$ cat src/logic/throw_pkg.sv
`default_nettype none

package throw_pkg;

    typedef logic signed [11:0] pos_t;   // Y grows upward from bottom edge
    typedef logic [9:0]         force_t;
    typedef logic [6:0]         wind_t;  // 50 is calm
    typedef logic [7:0]         count_t;

    localparam int VER_PIXELS = 768;

    // Launch point and start conditions
    localparam int LAUNCH_X         = 140;
    localparam int LAUNCH_Y         = 350;
    localparam int INITIAL_VELOCITY = 27;
    localparam int GRAVITY          = 1;
    localparam int FORCE_SCALE      = 18;  // Applied as (force * this) >> 6

    localparam int FLOOR_Y = 190;          // Flight ends at or below

    // Wall top given as a screen row
    localparam int WALL_X_LEFT  = 490;
    localparam int WALL_X_RIGHT = 534;
    localparam int WALL_TOP     = 241;
    localparam int WALL_MARGIN  = 15;

    // Target box in downward screen rows
    localparam int TARGET_X_LEFT  = 867;
    localparam int TARGET_X_RIGHT = 1024;
    localparam int TARGET_TOP     = 427;
    localparam int TARGET_BOTTOM  = 525;

endpackage

`default_nettype wire

$ cat src/logic/score_keeper.sv
`timescale 1ns/1ps
`default_nettype none

module score_keeper (
    input  logic              clk,
    input  logic              rst,
    input  logic              result_valid,
    input  logic              result_ready,
    input  logic              result_hit,
    output throw_pkg::count_t throws,
    output throw_pkg::count_t hits
);

    import throw_pkg::*;

    localparam count_t COUNT_MAX = '1;

    logic accept;

    function automatic count_t sat_inc(input count_t c);
        if (c == COUNT_MAX) begin
            return c;
        end
        return c + 1'b1;
    endfunction

    assign accept = result_valid && result_ready;   // Result handshake

    always_ff @(posedge clk or posedge rst) begin
        if (rst) begin
            throws <= '0;
            hits   <= '0;
        end else begin
            if (accept) begin
                throws <= sat_inc(throws);
                if (result_hit) begin
                    hits <= sat_inc(hits);
                end
            end
        end
    end

endmodule

`default_nettype wire

$ cat src/logic/throw_ctl.sv
`timescale 1ns/1ps
`default_nettype none

module throw_ctl (
    input  logic              clk,
    input  logic              rst,
    input  logic              tick,
    input  logic              launch_valid,
    input  throw_pkg::force_t launch_force,
    input  throw_pkg::wind_t  launch_wind,
    output logic              launch_ready,
    output throw_pkg::pos_t   x_pos,
    output throw_pkg::pos_t   y_pos,
    output logic              result_valid,
    output logic              result_hit,
    output logic              result_wall,
    input  logic              result_ready
);

    import throw_pkg::*;

    localparam int POS_MAX = 2 ** ($bits(pos_t) - 1) - 1;
    localparam int POS_MIN = -POS_MAX - 1;

    typedef enum logic [1:0] {IDLE, THROW, FALL, END} state_t;

    state_t state;

    force_t     force_r;
    wind_t      wind_r;
    logic [6:0] n_cnt;      // Ticks since launch
    logic [6:0] m_cnt;      // Ticks since apex
    logic       step;       // Position update the cycle after a tick
    pos_t       apex_x;
    pos_t       apex_y;

    int   wind_effect;
    int   drift;
    int   cand_x;
    int   cand_y;
    pos_t next_x;
    pos_t next_y;
    logic hold_x;
    logic at_apex;
    logic wall_end;
    logic floor_end;
    logic in_target;

    // Saturate instead of wrapping far throws back onto the screen
    function automatic pos_t to_pos(input int v);
        if (v > POS_MAX) begin
            return pos_t'(POS_MAX);
        end else if (v < POS_MIN) begin
            return pos_t'(POS_MIN);
        end
        return pos_t'(v);
    endfunction

    function automatic int row_of(input pos_t y);
        return VER_PIXELS - int'(y);
    endfunction

    function automatic logic in_wall_x(input pos_t x);
        return (int'(x) >= WALL_X_LEFT - WALL_MARGIN) &&
               (int'(x) <= WALL_X_RIGHT + WALL_MARGIN);
    endfunction

    assign launch_ready = (state == IDLE);
    assign result_valid = (state == END);

    always_comb begin
        if (wind_r > 7'd50) begin
            wind_effect = -5 - (int'(wind_r) - 50) / 8;   // Headwind
        end else if (wind_r < 7'd50) begin
            wind_effect = 5 + (50 - int'(wind_r)) / 8;    // Tailwind
        end else begin
            wind_effect = 0;
        end
        drift = ((int'(force_r) * FORCE_SCALE) >>> 6) + wind_effect;
    end

    always_comb begin
        if (state == FALL) begin
            cand_y = int'(apex_y) - (GRAVITY * int'(m_cnt) * int'(m_cnt)) / 2;
            cand_x = int'(apex_x) + drift * int'(m_cnt);
        end else begin
            cand_y = LAUNCH_Y + INITIAL_VELOCITY * int'(n_cnt)
                     - (GRAVITY * int'(n_cnt) * int'(n_cnt)) / 2;
            cand_x = LAUNCH_X + drift * int'(n_cnt);
        end
    end

    always_comb begin
        // Below the wall top and inside its span, x is stuck
        hold_x = (row_of(y_pos) > WALL_TOP) && in_wall_x(x_pos);
        next_x = hold_x ? x_pos : to_pos(cand_x);
        next_y = to_pos(cand_y);

        at_apex   = (state == THROW) &&
                    (INITIAL_VELOCITY - GRAVITY * int'(n_cnt) <= 0);
        wall_end  = (row_of(next_y) <= WALL_TOP) &&
                    (row_of(next_y) >= WALL_TOP - WALL_MARGIN) &&
                    in_wall_x(next_x);
        floor_end = (int'(next_y) <= FLOOR_Y);
        in_target = (row_of(next_y) >= TARGET_TOP) &&
                    (row_of(next_y) <= TARGET_BOTTOM) &&
                    (int'(next_x) >= TARGET_X_LEFT) &&
                    (int'(next_x) <= TARGET_X_RIGHT);
    end

    always_ff @(posedge clk) begin
        if (launch_valid && launch_ready) begin
            force_r <= launch_force;
            wind_r  <= launch_wind;
        end
        if (step && at_apex) begin
            apex_x <= next_x;
            apex_y <= next_y;
        end
    end

    always_ff @(posedge clk or posedge rst) begin
        if (rst) begin
            state       <= IDLE;
            n_cnt       <= '0;
            m_cnt       <= '0;
            step        <= 1'b0;
            x_pos       <= pos_t'(LAUNCH_X);
            y_pos       <= pos_t'(LAUNCH_Y);
            result_hit  <= 1'b0;
            result_wall <= 1'b0;
        end else begin
            step <= tick && (state == THROW || state == FALL);
            case (state)
                IDLE: begin
                    x_pos <= pos_t'(LAUNCH_X);
                    y_pos <= pos_t'(LAUNCH_Y);
                    if (launch_valid && launch_ready) begin
                        state       <= THROW;
                        n_cnt       <= '0;
                        result_hit  <= 1'b0;
                        result_wall <= 1'b0;
                    end
                end
                THROW, FALL: begin
                    if (step) begin
                        x_pos <= next_x;
                        y_pos <= next_y;
                        if (in_target) begin
                            result_hit <= 1'b1;   // Sticky over the flight
                        end
                        if (wall_end || floor_end) begin
                            state       <= END;
                            result_wall <= wall_end;
                            x_pos       <= pos_t'(LAUNCH_X);
                            y_pos       <= pos_t'(LAUNCH_Y);
                        end else if (at_apex) begin
                            state <= FALL;
                            m_cnt <= '0;
                        end
                    end else if (tick) begin
                        if (state == THROW) begin
                            n_cnt <= n_cnt + 7'd1;
                        end else begin
                            m_cnt <= m_cnt + 7'd1;
                        end
                    end
                end
                END: begin
                    if (result_ready) begin
                        state <= IDLE;
                    end
                end
                default: state <= IDLE;
            endcase
        end
    end

endmodule

`default_nettype wire

$ cat src/logic/throw_game.sv
`timescale 1ns/1ps
`default_nettype none

module throw_game #(
    parameter int TICK_DIV = 1000
) (
    input  logic              clk,
    input  logic              rst,
    input  logic              launch_valid,
    input  throw_pkg::force_t launch_force,
    input  throw_pkg::wind_t  launch_wind,
    output logic              launch_ready,
    output throw_pkg::pos_t   x_pos,
    output throw_pkg::pos_t   y_pos,
    output logic              result_valid,
    output logic              result_hit,
    output logic              result_wall,
    input  logic              result_ready,
    output throw_pkg::count_t throws,
    output throw_pkg::count_t hits
);

    logic tick;

    tick_gen #(
        .TICK_DIV (TICK_DIV)
    ) i_tick_gen (
        .clk  (clk),
        .rst  (rst),
        .tick (tick)
    );

    throw_ctl i_throw_ctl (
        .clk          (clk),
        .rst          (rst),
        .tick         (tick),
        .launch_valid (launch_valid),
        .launch_force (launch_force),
        .launch_wind  (launch_wind),
        .launch_ready (launch_ready),
        .x_pos        (x_pos),
        .y_pos        (y_pos),
        .result_valid (result_valid),
        .result_hit   (result_hit),
        .result_wall  (result_wall),
        .result_ready (result_ready)
    );

    // Sees the same handshake as the controller
    score_keeper i_score_keeper (
        .clk          (clk),
        .rst          (rst),
        .result_valid (result_valid),
        .result_ready (result_ready),
        .result_hit   (result_hit),
        .throws       (throws),
        .hits         (hits)
    );

endmodule

`default_nettype wire

$ cat src/logic/tick_gen.sv
`timescale 1ns/1ps
`default_nettype none

module tick_gen #(
    parameter int TICK_DIV = 1000
) (
    input  logic clk,
    input  logic rst,
    output logic tick
);

    localparam int CNT_W = (TICK_DIV > 2) ? $clog2(TICK_DIV) : 1;

    logic [CNT_W-1:0] cnt;

    // Tick lands on the clock after the wrap value
    always_ff @(posedge clk or posedge rst) begin
        if (rst) begin
            cnt  <= '0;
            tick <= 1'b0;
        end else begin
            if (cnt == CNT_W'(TICK_DIV - 1)) begin
                cnt  <= '0;
                tick <= 1'b1;
            end else begin
                cnt  <= cnt + 1'b1;
                tick <= 1'b0;
            end
        end
    end

endmodule

`default_nettype wire

$ cat config.mk
export PLATFORM = sky130hd
export DESIGN_NAME = throw_game
export DESIGN_NICKNAME = d
export VERILOG_FILES = /design/src/logic/throw_pkg.sv /design/src/logic/score_keeper.sv /design/src/logic/throw_ctl.sv /design/src/logic/throw_game.sv /design/src/logic/tick_gen.sv
export SDC_FILE = /design/constraint.sdc
export NUM_CORES = 1
export LEC_CHECK = 0
export ABC_AREA = 1
export BUFFER_PORTS_ARGS = -buffer_cell sky130_fd_sc_hd__buf_4
export CAP_MARGIN = 30
export CORE_MARGIN = 10
export CORE_UTILIZATION = 55
export CTS_CLUSTER_DIAMETER = 150
export CTS_CLUSTER_SIZE = 24
export DETAILED_ROUTE_END_ITERATION = 16
export PLACE_DENSITY = 0.72
export SETUP_SLACK_MARGIN = 0.05
export SYNTH_ARGS = -nofsm -noshare
export SYNTH_HDL_FRONTEND = slang
export SYNTH_SLANG_ARGS = --single-unit
$ cat constraint.sdc
create_clock -name clk -period 9.4 [get_ports clk]
set_input_delay 0.94 -clock clk [delete_from_list [all_inputs] [get_ports clk]]
set_output_delay 0.94 -clock clk [all_outputs]
set_load 0.01 [all_outputs]
# --- Word-level counts from Yosys, hierarchy flattened ---
# Index checks and enable logic that the tools add are counted.
# Widths: inputs -> output; s select.
op_classes:
  addsub: 22
  n_mul: 6
  magnitude_cmp: 19
  eq_ne: 20
  muxes: 53
  n_bitwise: 4
  reduce_logical: 29
ops:
  columns: ["op", "count"]
  rows:
  - ["$mux 12", 11]
  - ["$add 32x1->32", 4]
  - ["$mux 32", 4]
  - ["$gt 32x12->1 const B", 2]
  - ["$lt 32x12->1 const B", 2]
  - ["$mul 32x8->32", 2]
  - ["$mux 7", 9]
  - ["$pmux 12 s2", 2]
  - ["$add 10x32->32 const A", 1]
  - ["$add 12x32->32", 1]
  - ["$add 26x32->32", 1]
  - ["$add 4x32->32 const A", 1]
  - ["$add 9x32->32 const A", 1]
  - ["$ge 32x10->1 const B", 1]
  - ["$ge 32x9->1 const B", 1]
  - ["$gt 32x9->1 const B", 1]
  - ["$le 32x1->1 const B", 1]
  - ["$le 32x11->1 const B", 1]
  - ["$le 32x9->1 const B", 1]
  - ["$sub 12x32->32", 1]
  - ["$sub 32x32->32", 1]
  - ["$sub 4x32->32 const A", 1]
  - ["$mul 7x7->14", 2]
  - ["$sub 11x12->13 const A", 2]
  - ["other kinds (41)", 99]
totals:
  reg_bits: 111
  in_bits: 21
  output_inout_bits: 44

# --- Depth between registers and ports, before layout ---
# Gate-level depths: netlist of the first run.
depth:
  word_depth: 23
  depth_mapped: 70
  ltp_nobuf: 69

# --- Modules after synthesis ---
# From an unflattened synthesis of the first run, not the netlist that was laid out.
unflattened:
  cells_unflattened: 3908
  area_unflattened_um2: 27955.6
by_module_without_submodules:
  columns: ["mod", "n_inst", "cells_each", "area_each_um2"]
  rows:
  - ["throw_ctl", 1, 3693, 26380.3]
  - ["score_keeper", 1, 131, 972.2]
  - ["tick_gen", 1, 84, 603.1]

# --- Worst setup path before layout of the first run ---
# No wires, ideal clock.
synth_timing:
  path_type: "register to register"
  startpoint: "register i_throw_ctl.wind_r[2]"
  endpoint: "register i_throw_ctl.m_cnt[0]"
  setup_time_ns: 0.118
  t_arrival_ns: 9.169
  t_required_ns: 9.282
  setup_slack_ns: 0.113
  path_stages_with_launch: 62
  path_buffers: 1
  path_cell_list: "edfxtp_1 > nor2_2 > nand2_1 > nand2_2 > nand2_1 > a31oi_1 > ha_1 > inv_1 > ha_1 > fa_1 > inv_1 > nand2_1 > ha_1 > nand2_2 > nand2_2 > ha_1 > nand2_1 > inv_1 > [... 26 more ...] > a21oi_1 > nand2_1 > nor2_1 > nand3_1 > nor2_1 > nand4_1 > nand2_4 > nand3_1 > a21oi_2 > nand2_1 > nor2_1 > nand2_1 > nand2_1 > nand3_4 > nand3_2 > nand2_2 > nand2_1 > nand2_1"
synth_via:
  elab_chain_cells: 22
  elab_cells_between_ends: 34
  classes_between: "9 x add/sub; 2 x mul; 6 x order compare; 1 x eq/ne; 8 x mux; 2 x bitwise; 6 x reduce/logical"
synth_lines:
  columns: ["item", "line", "rtl"]
  rows:
  - ["from (decl)", "throw_ctl.sv:30", "wind_t wind_r;"]
  - ["from (signal assigned)", "throw_ctl.sv:114", "wind_r <= launch_wind;"]
  - ["$sub 6x7->8", "throw_ctl.sv:75", "wind_effect = 5 + (50 - int'(wind_r)) / 8;"]
  - ["$reduce_or 3->1 (no source line)", null, null]
  - ["$and 1x1->1 (no source line)", null, null]
  - ["$add 32x1->32 (no source line)", null, null]
  - ["$add 4x32->32", "throw_ctl.sv:75", null]
  - ["$mux 32", "throw_ctl.sv:74", "end else if (wind_r < 7'd50) begin"]
  - ["$mux 32 (*)", "throw_ctl.sv:72", "if (wind_r > 7'd50) begin"]
  - ["$add 26x32->32 (*)", "throw_ctl.sv:79", "drift = ((int'(force_r) * FORCE_SCALE) >>> 6) + wind_effect;"]
  - ["[... 6 more ...]", null, null]
  - ["$mux 12 (*)", "throw_ctl.sv:56", "return pos_t'(v);"]
  - ["$mux 12 (*)", "throw_ctl.sv:96", "next_x = hold_x ? x_pos : to_pos(cand_x);"]
  - ["$ge 12x10->1 / $le 12x11->1 (equally long branches)", "throw_ctl.sv:64, throw_ctl.sv:65", null]
  - ["$logic_and 1x1->1 (*)", "throw_ctl.sv:64", "return (int'(x) >= WALL_X_LEFT - WALL_MARGIN) &&"]
  - ["$logic_and 1x1->1 (*)", "throw_ctl.sv:102", "(row_of(next_y) >= WALL_TOP - WALL_MARGIN) &&"]
  - ["$logic_or 1x1->1 (*)", "throw_ctl.sv:152", "if (wall_end || floor_end) begin"]
  - ["$ne 2x2->1 (no source line) (*)", null, null]
  - ["$reduce_and 5->1 (no source line) (*)", null, null]
  - ["to (signal assigned)", "throw_ctl.sv:165", "m_cnt <= m_cnt + 7'd1;"]
  - ["to (decl)", "throw_ctl.sv:32", "logic [6:0] m_cnt;"]
# Mark *: on every way between the ends. The rest lies on a longest branch, timed or not.
# A chain may end at the register's enable or synchronous reset.

# --- Final worst setup path of the first run ---
layout_timing:
  startpoint: "register i_throw_ctl.wind_r[2]"
  endpoint: "register i_throw_ctl.y_pos[8]"
layout_via:
  elab_chain_cells: 23
  elab_cells_between_ends: 35
  classes_between: "9 x add/sub; 2 x mul; 6 x order compare; 11 x mux; 2 x bitwise; 5 x reduce/logical"
layout_lines:
  columns: ["item", "line", "rtl"]
  rows:
  - ["$sub 6x7->8", "throw_ctl.sv:75", null]
  - ["$reduce_or 3->1 (no source line)", null, null]
  - ["$and 1x1->1 (no source line)", null, null]
  - ["$add 32x1->32 (no source line)", null, null]
  - ["$add 4x32->32", "throw_ctl.sv:75", null]
  - ["$mux 32", "throw_ctl.sv:74", null]
  - ["$mux 32 (*)", "throw_ctl.sv:72", null]
  - ["$add 26x32->32 (*)", "throw_ctl.sv:79", null]
  - ["[... 8 more ...]", null, null]
  - ["via i_throw_ctl.next_x[4]", "throw_ctl.sv:41", "pos_t next_x;"]
  - ["$ge 12x10->1 / $le 12x11->1 (equally long branches)", "throw_ctl.sv:64, throw_ctl.sv:65", null]
  - ["$logic_and 1x1->1 (*)", "throw_ctl.sv:64", null]
  - ["$logic_and 1x1->1 (*)", "throw_ctl.sv:102", null]
  - ["$logic_or 1x1->1 (*)", "throw_ctl.sv:152", null]
  - ["$mux 12 (*)", "throw_ctl.sv:152", null]
  - ["$mux 12 (*)", "throw_ctl.sv:146", "if (step) begin"]
  - ["$pmux 12 s2 (*)", "throw_ctl.sv:134", "case (state)"]
  - ["to (signal assigned)", "throw_ctl.sv:137", "y_pos <= pos_t'(LAUNCH_Y);"]
  - ["to (signal assigned)", "throw_ctl.sv:148", "y_pos <= next_y;"]
  - ["to (signal assigned)", "throw_ctl.sv:156", "y_pos <= pos_t'(LAUNCH_Y);"]
  - ["to (decl)", "throw_ctl.sv:13", "output throw_pkg::pos_t y_pos,"]
# The timed path passes the listed nets; every way through them passes the cells marked *. The select of a mux whose other input is x is not followed.

==> out/results.ini, run 1 <==
[drt]
wire_per_inst_microns=16.5
routed_via_density=5.23
route.detailed.drc=0
dr_wl_met3_microns=4740
drtAntennaViolNets=0
topRoutingLayerUsed=met4
drt-met1-wl_microns=31800
wirelength_microns=79800
route.met2.wl_microns=39200
first_pass_iters=5
drt_iter0_markers=1712
vias=25300

[yosys]
synth_area_per_cell_sq_um=7.25
synth-edff-count=41
synthDistinctLibCells=62
synth_flop_cell=dfrtp_1
synth_seq_cells=111
ys_seq_area_frac=0.111
synth_area_leaders=fa_1 25%, ha_1 16%, inv_1 12%
syn_nets=4434
yosys.area.top_type=fa_1
synth_common_cells=888 x inv_1, 740 x nand2_1, 421 x nor2_1
syn_area_sq_um=27100
yosys_warnings=0
syn_inst=3737
synth_top_area_frac=0.251
yosysMostFrequentCell=inv_1
async_flop_share=0.631

[worst_setup_path]
worstPathMaxFanout=8
end_kind=register
worst_path_largest_cell_delay_ns=0.58
startpoint_type=register
crit_arrival_ns=9.90
slowest_stage=fa_1
critPathRequiredTime_ns=9.73
path_class=register to register
cpMostUsedCell=nand2_1

[clock_tree]
cts_sinks=111
hold_buffers=0
h-tree-depth=3
clkTransAtPathRegs_ns=0.08
clock_latency_ns=0.39
cts_root_buf=clkbuf_16
cts_tree=built
clockBufferDepth=2
cts_buffers=9

[job]
drv_cap=0

[layout]
num-nets-final=4856
area_delta_synth_final_pct=23.8
fin_util=0.686
drive_gt1_frac=0.224
stdcell_area_sq_um=33500
antennaDiodeCount=0

[power]
power_frac_comb=0.886
power.share.clock=0.041
p_leak_nw=18.5
seqPwrFrac=0.073
p_int_w=0.00437
ir_drop_v=0.000407
powerDensity_nw_per_um2=287
p_sw_w=0.00526
switching_share=0.546

[floorplanning]
die_w_microns=242
die_h_microns=242
core_area_sq_um=48800
initial_core_util=0.554
rows=81
die_area_sq_um=58500
ios=65

[sta]
setup_viol=35
worst_pin_slew_ns=1.04
slew_viol_final=0
fin_crit_sh=1.02
slew_headroom=0.303
finalHoldViolations=0
finalSetupTns_ns=-4.34
max_freq_mhz=104
whs_ns=0.481
fin_ws_ns=-0.176
rsz0062_at_grt=yes
post-route-min-period_ns=9.58
skew_ns=0.0142

[global_route]
grt.total_usage=0.267
grt_pass1_vias=25500
grt_overflow=0
grt_pass1_wl_microns=128000
grt_max_degree=71
grt_antenna_before_repair=0

[status]
violations=setup timing
outcome=finished, violations left

[placement]
port_buffers=64
gp_congestion=0.997
hpwl_microns=62900
place_area_sq_um=31000
dp_slack_ns=-0.535

[hold_path]
hold_path.class=input pin to async pin

[cells in the final DEF, fill, tap and decap left out, types with 9 or more instances in the layout]
| cell type | instances |
|---|---|
| clkinv_1 | 12 |
| o21ai_2 | 19 |
| nand3_2 | 19 |
| nand4_1 | 30 |
| nand3_1 | 129 |
| a21o_1 | 18 |
| ha_1 | 294 |
| xnor2_1 | 31 |
| buf_4 | 468 |
| fa_1 | 333 |
| o21ai_0 | 64 |
| ha_4 | 40 |
| nor2_4 | 15 |
| clkbuf_16 | 10 |
| nand2_1 | 666 |
| edfxtp_1 | 41 |
| inv_2 | 48 |
| nand3_4 | 11 |
| dfrtp_1 | 61 |
| nor2_1 | 375 |
| nand3b_1 | 13 |
| inv_1 | 853 |
| nor2_2 | 36 |
| xor2_1 | 67 |
| a21oi_1 | 125 |
| o21ai_1 | 25 |
| a31oi_1 | 13 |
| nand2_4 | 29 |
| or2_2 | 16 |
| o21bai_1 | 14 |
| buf_6 | 20 |
| o22ai_2 | 14 |
| nand2_2 | 73 |
| nor3_1 | 22 |
| a21oi_2 | 31 |
| dfstp_2 | 9 |
[power by group through the flow]
| stage | clock network [W] | registers [W] | logic [W] |
|---|---|---|---|
| finish | 0.000400 | 0.000699 | 0.00853 |
| global route | 0.000421 | 0.000709 | 0.00927 |
| CTS | 0.000406 | 0.000696 | 0.00775 |
| detailed placement | 0 | 0.000705 | 0.00714 |
| global placement | 0 | 0.000705 | 0.00708 |
| floorplan | 0 | 0.000713 | 0.00401 |
[layer usage]
metal  vias to the layer above  GRT usage
met3                       196     0.0336
met1                     12100      0.325
li1                      12200          -
met5                         -          0
met2                       800      0.463
met4                         0      0.128
[cells by family after synthesis]
| family | after synthesis | synth area share |
|---|---|---|
| and+or+nand+nor | 1468 | 0.229 |
| buffers and inverters | 1009 | 0.141 |
| adders and majority gates | 676 | 0.406 |
| AOI/OAI and AO/OA | 366 | 0.0781 |
| DFF | 111 | 0.111 |
| xor gates and xnor gates | 104 | 0.0336 |
| muxes | 3 | 0.00116 |
[metrics by stage]
step | cells | total power [W]
floorplan | 3737 | 0.00473
global placement | 4756 | 0.00778
detailed placement | 4758 | 0.00785
CTS | 4810 | 0.00885
global route | 4828 | 0.0104
finish | 4828 | 0.00963
[path summary, 6_finish.rpt]
| kind | from | endpoint | slack, ns | cells past startpoint |
|---|---|---|---|---|
| worst min register to register | i_tick_gen.cnt[4] | i_tick_gen.cnt[4] | 0.51 | 1 |
| worst max register to register | i_throw_ctl.wind_r[2] | i_throw_ctl.y_pos[8] | -0.18 | 63 |
| worst min-delay path | rst | i_score_keeper.throws[0] | 0.48 | 3 |
| min in group clk | i_tick_gen.cnt[4] | i_tick_gen.cnt[4] | 0.51 | 1 |
| worst max-delay path | i_throw_ctl.wind_r[2] | i_throw_ctl.y_pos[8] | -0.18 | 63 |
| max in group asynchronous | rst | i_throw_ctl.y_pos[1] | 8.34 | 4 |
[critical path, delay by kind of cell, from the launching register on]
family,cells,cell delay [ns]
adders and majority gates,8,3.38
DFF,1,0.41
buffers and inverters,15,1.40
AOI/OAI and AO/OA,4,0.54
and+or+nand+nor,36,3.77
[flip-flops by register name, summed over array words and instances, names as in the netlist]
name / flops
i_score_keeper.throws: 8
i_score_keeper.hits: 8
i_throw_ctl.state: 2
i_tick_gen.cnt: 10
i_tick_gen.tick: 1
i_throw_ctl.m_cnt: 7
i_throw_ctl.result_wall: 1
i_throw_ctl.n_cnt: 7
i_throw_ctl.apex_x: 12
i_throw_ctl.step: 1
i_throw_ctl.result_hit: 1
i_throw_ctl.wind_r: 7
i_throw_ctl.x_pos: 12
i_throw_ctl.apex_y: 12
i_throw_ctl.force_r: 10
i_throw_ctl.y_pos: 12
[repair_timing]
item,CTS,global route
pin swaps,87,112
endpoints found under the hold margin,0,0
gates resized for setup,224,225
gates cloned,1,1
buffers inserted,35,16
setup endpoints to repair,38,45
[area by class of cell]
class,count,area (sq um)
Clock inverter,7,75.1
Inverter,921,3480
Clock buffer,9,225
Tap cell,664,831
Sequential cell,111,2990
Timing Repair Buffer,499,3960
Fill cell,4050,15300
Multi-Input combinational cell,2617,22000
Power figures use the tool's default switching activity.
==> run 2: changes to the inputs <==
--- a/config.mk
+++ b/config.mk
@@ -13,7 +13,7 @@
 export CTS_CLUSTER_DIAMETER = 150
 export CTS_CLUSTER_SIZE = 24
 export DETAILED_ROUTE_END_ITERATION = 16
-export PLACE_DENSITY = 0.72
+export PLACE_DENSITY = 0.71
 export SETUP_SLACK_MARGIN = 0.05
 export SYNTH_ARGS = -nofsm -noshare
 export SYNTH_HDL_FRONTEND = slang
==> constraint.sdc (replaced) <==
create_clock -name clk -period 11.55 [get_ports clk]
set_input_delay 1.155 -clock clk [delete_from_list [all_inputs] [get_ports clk]]
set_output_delay 1.155 -clock clk [all_outputs]
set_load 0.01 [all_outputs]
==> run 2 against run 1 <==
  * The flow now finishes without violations
  * Clock power fell by 14%
  * Die area did not move
  * Sequential power shrank 18%
  * Combinational power fell by 42%
  * First-iteration DRC count is 3.9% higher
  * Hold slack improved by 0.028 ns
  * Utilization down 9.6 points
  * Non-clock buffer count is 388 lower
  * Global-route usage decreased by 1.1 points
  * Via count down 7.1%
  * Clock skew fell by 0.00083 ns
  * Clock-buffer cell count is 1 higher
  * Largest power group unchanged
==> out/results.ini, run 2 (synthesis results as in run 1) <==
[status]
outcome=completed

[worst_setup_path]
critPathRequiredTime_ns=11.87  ; +2.14 ns
cpMostUsedCell=nand2_1
worstPathMaxFanout=8  ; unchanged
reg2reg_to=i_throw_ctl.m_cnt[4]
startpoint_type=register
rr_startpoint=i_throw_ctl.wind_r[2]
slowest_stage=fa_1
crit_arrival_ns=10.84  ; +0.94 ns
path_class=register to register
r2r_slack_ns=1.02  ; +1.20 ns
r2r_cells=62  ; -1.6%
worst_path_largest_cell_delay_ns=0.55  ; -0.03 ns
end_kind=register

[power]
ir_drop_v=0.000277  ; -32%
p_leak_nw=16.3  ; -12%
powerDensity_nw_per_um2=203  ; -30%

[drt]
drt_iter0_markers=1779  ; +3.9%
topRoutingLayerUsed=met4
wirelength_microns=74300  ; -6.9%
vias=23500  ; -7.1%
route.detailed.drc=0  ; unchanged
drtAntennaViolNets=0  ; unchanged
route.met2.wl_microns=35400  ; -9.9%
wire_per_inst_microns=16.7  ; +1.2%
first_pass_iters=6  ; +1
drt-met1-wl_microns=31100  ; -2.4%
dr_wl_met3_microns=4830  ; +1.8%
routed_via_density=5.29  ; +1.0%

[sta]
max_freq_mhz=95.0  ; -9.0%
finalHoldViolations=0  ; unchanged
rsz0062_at_grt=no
whs_ns=0.510  ; +0.0284 ns
setup_viol=0  ; -100%
skew_ns=0.0134  ; -0.000829 ns
worst_pin_slew_ns=1.03  ; -0.0181 ns
slew_headroom=0.315  ; +0.0121
fin_crit_sh=0.911  ; -0.107
finalSetupTns_ns=0  ; +4.34 ns
post-route-min-period_ns=10.53  ; +0.949 ns
slew_viol_final=0  ; unchanged

[layout]
final_common_cell=inv_1
area_delta_synth_final_pct=6.56
drive_gt1_frac=0.0665  ; -0.158
num-nets-final=4468  ; -8.0%
regArea_sq_um=2990  ; unchanged
fin_util=0.591  ; -0.0957
fillers=4686  ; +16%
layout_common_cells=886 x inv_1, 735 x nand2_1, 417 x nor2_1
stdcell_area_sq_um=28900  ; -14%
multi_input_area_sq_um=20400  ; -7.4%

[clock_tree]
clockBufferDepth=2  ; unchanged
clock_latency_ns=0.39  ; about the same
cts_tree=built
clkTransAtPathRegs_ns=0.08  ; about the same
cts_root_buf=clkbuf_16
h-tree-depth=3  ; unchanged
cts_sinks=111  ; unchanged
cts_buffers=9  ; unchanged

[global_route]
grt_antenna_before_repair=0  ; unchanged
grt_overflow=0  ; unchanged
grt_max_degree=71  ; unchanged
grt_pass1_vias=23700  ; -7.3%
grt.total_usage=0.256  ; -0.0109
grt_pass1_wl_microns=122000  ; -4.3%

[floorplanning]
initial_core_util=0.554  ; unchanged
rows=81  ; unchanged
die_w_microns=242  ; unchanged
die_area_sq_um=58500  ; unchanged
ios=65  ; unchanged
core_area_sq_um=48800  ; unchanged
die_h_microns=242  ; unchanged

[hold_path]
hold_depth=1
hold_path.class=register to register
hold_end=i_score_keeper.throws[7]
hold_start=i_score_keeper.throws[7]

[placement]
hpwl_microns=61300  ; -2.4%
gp_congestion=0.966  ; -3.1%
port_buffers=64  ; unchanged
place_area_sq_um=28400  ; -8.3%

[job]
drv_cap=0  ; unchanged

run 2: cell types whose count changed in the layout (fill, tap and decap cells not counted), moves of 33 or more:
| cell | before | now |
|---|---|---|
| ha_4 | 40 | 1 |
| nand2_1 | 666 | 735 |
| nand2_2 | 73 | 25 |
| inv_1 | 853 | 886 |
| buf_4 | 468 | 107 |
| o21ai_0 | 64 | 102 |
| nor2_1 | 375 | 417 |
| ha_1 | 294 | 335 |
run 2: layout make-up:
type / instances / area share
Clock buffer: 10 / 0.00867
Inverter: 921 / 0.120
Multi-Input combinational cell: 2617 / 0.705
Clock inverter: 6 / 0.00243
Sequential cell: 111 / 0.104
Antenna cell: 1 / 0.0000867
Timing Repair Buffer: 111 / 0.0311
Tap cell: 664 / 0.0288
run 2: stage by stage:
| step | std cells | setup slack [ns] | total power [W] |
|---|---|---|---|
| 3_5_place_dp | 4417 | 0.497 | 0.00541 |
| 2_1_floorplan | 3737 | 2.26 | 0.00385 |
| 6_report | 4441 | 1.02 | 0.00584 |
| 4_1_cts | 4433 | 0.460 | 0.00578 |
| 5_1_grt | 4440 | 0.0213 | 0.00645 |
| 3_3_place_gp | 4414 | 0.747 | 0.00538 |
run 2: layer usage:
layer | track usage | vias up
li1 | - | 11400
met1 | 0.324 | 11100
met2 | 0.438 | 750
met3 | 0.0304 | 143
met4 | 0.107 | 0
met5 | 0 | -
run 2: worst max-delay path by stage:
stage / startpoint / endpoint / slack (ns)
floorplan: i_throw_ctl.wind_r[2] / i_throw_ctl.m_cnt[0] / 2.26
global placement: i_throw_ctl.wind_r[2] / i_throw_ctl.result_wall / 0.75
detailed placement: i_throw_ctl.wind_r[2] / i_throw_ctl.result_wall / 0.50
CTS: i_throw_ctl.wind_r[2] / i_throw_ctl.result_wall / 0.46
global route: i_throw_ctl.wind_r[2] / i_throw_ctl.m_cnt[0] / 0.02
finish: i_throw_ctl.wind_r[2] / i_throw_ctl.m_cnt[4] / 1.02
run 2: where the power goes:
group | leakage (nW) | internal [W] | switching, W
clock network | 0.159 | 0.000184 | 0.000159
logic | 14.9 | 0.00155 | 0.00338
registers | 1.25 | 0.000514 | 0.0000599
run 2: worst max-delay path: cells and delay by family (launching register included):
kind | cells | cell delay, ns
flops | 1 | 0.42
fa+ha+maj | 10 | 3.80
compound gates | 6 | 0.79
buf+inv | 11 | 0.87
simple gates | 35 | 4.52
run 2: repair_timing:
action / CTS / global route
endpoints found under the setup margin: 0 / 34
resized for setup: 0 / 18
hold buffers: 0 / 0
hold endpoints to repair: 0 / 0
buffers inserted: 0 / 6
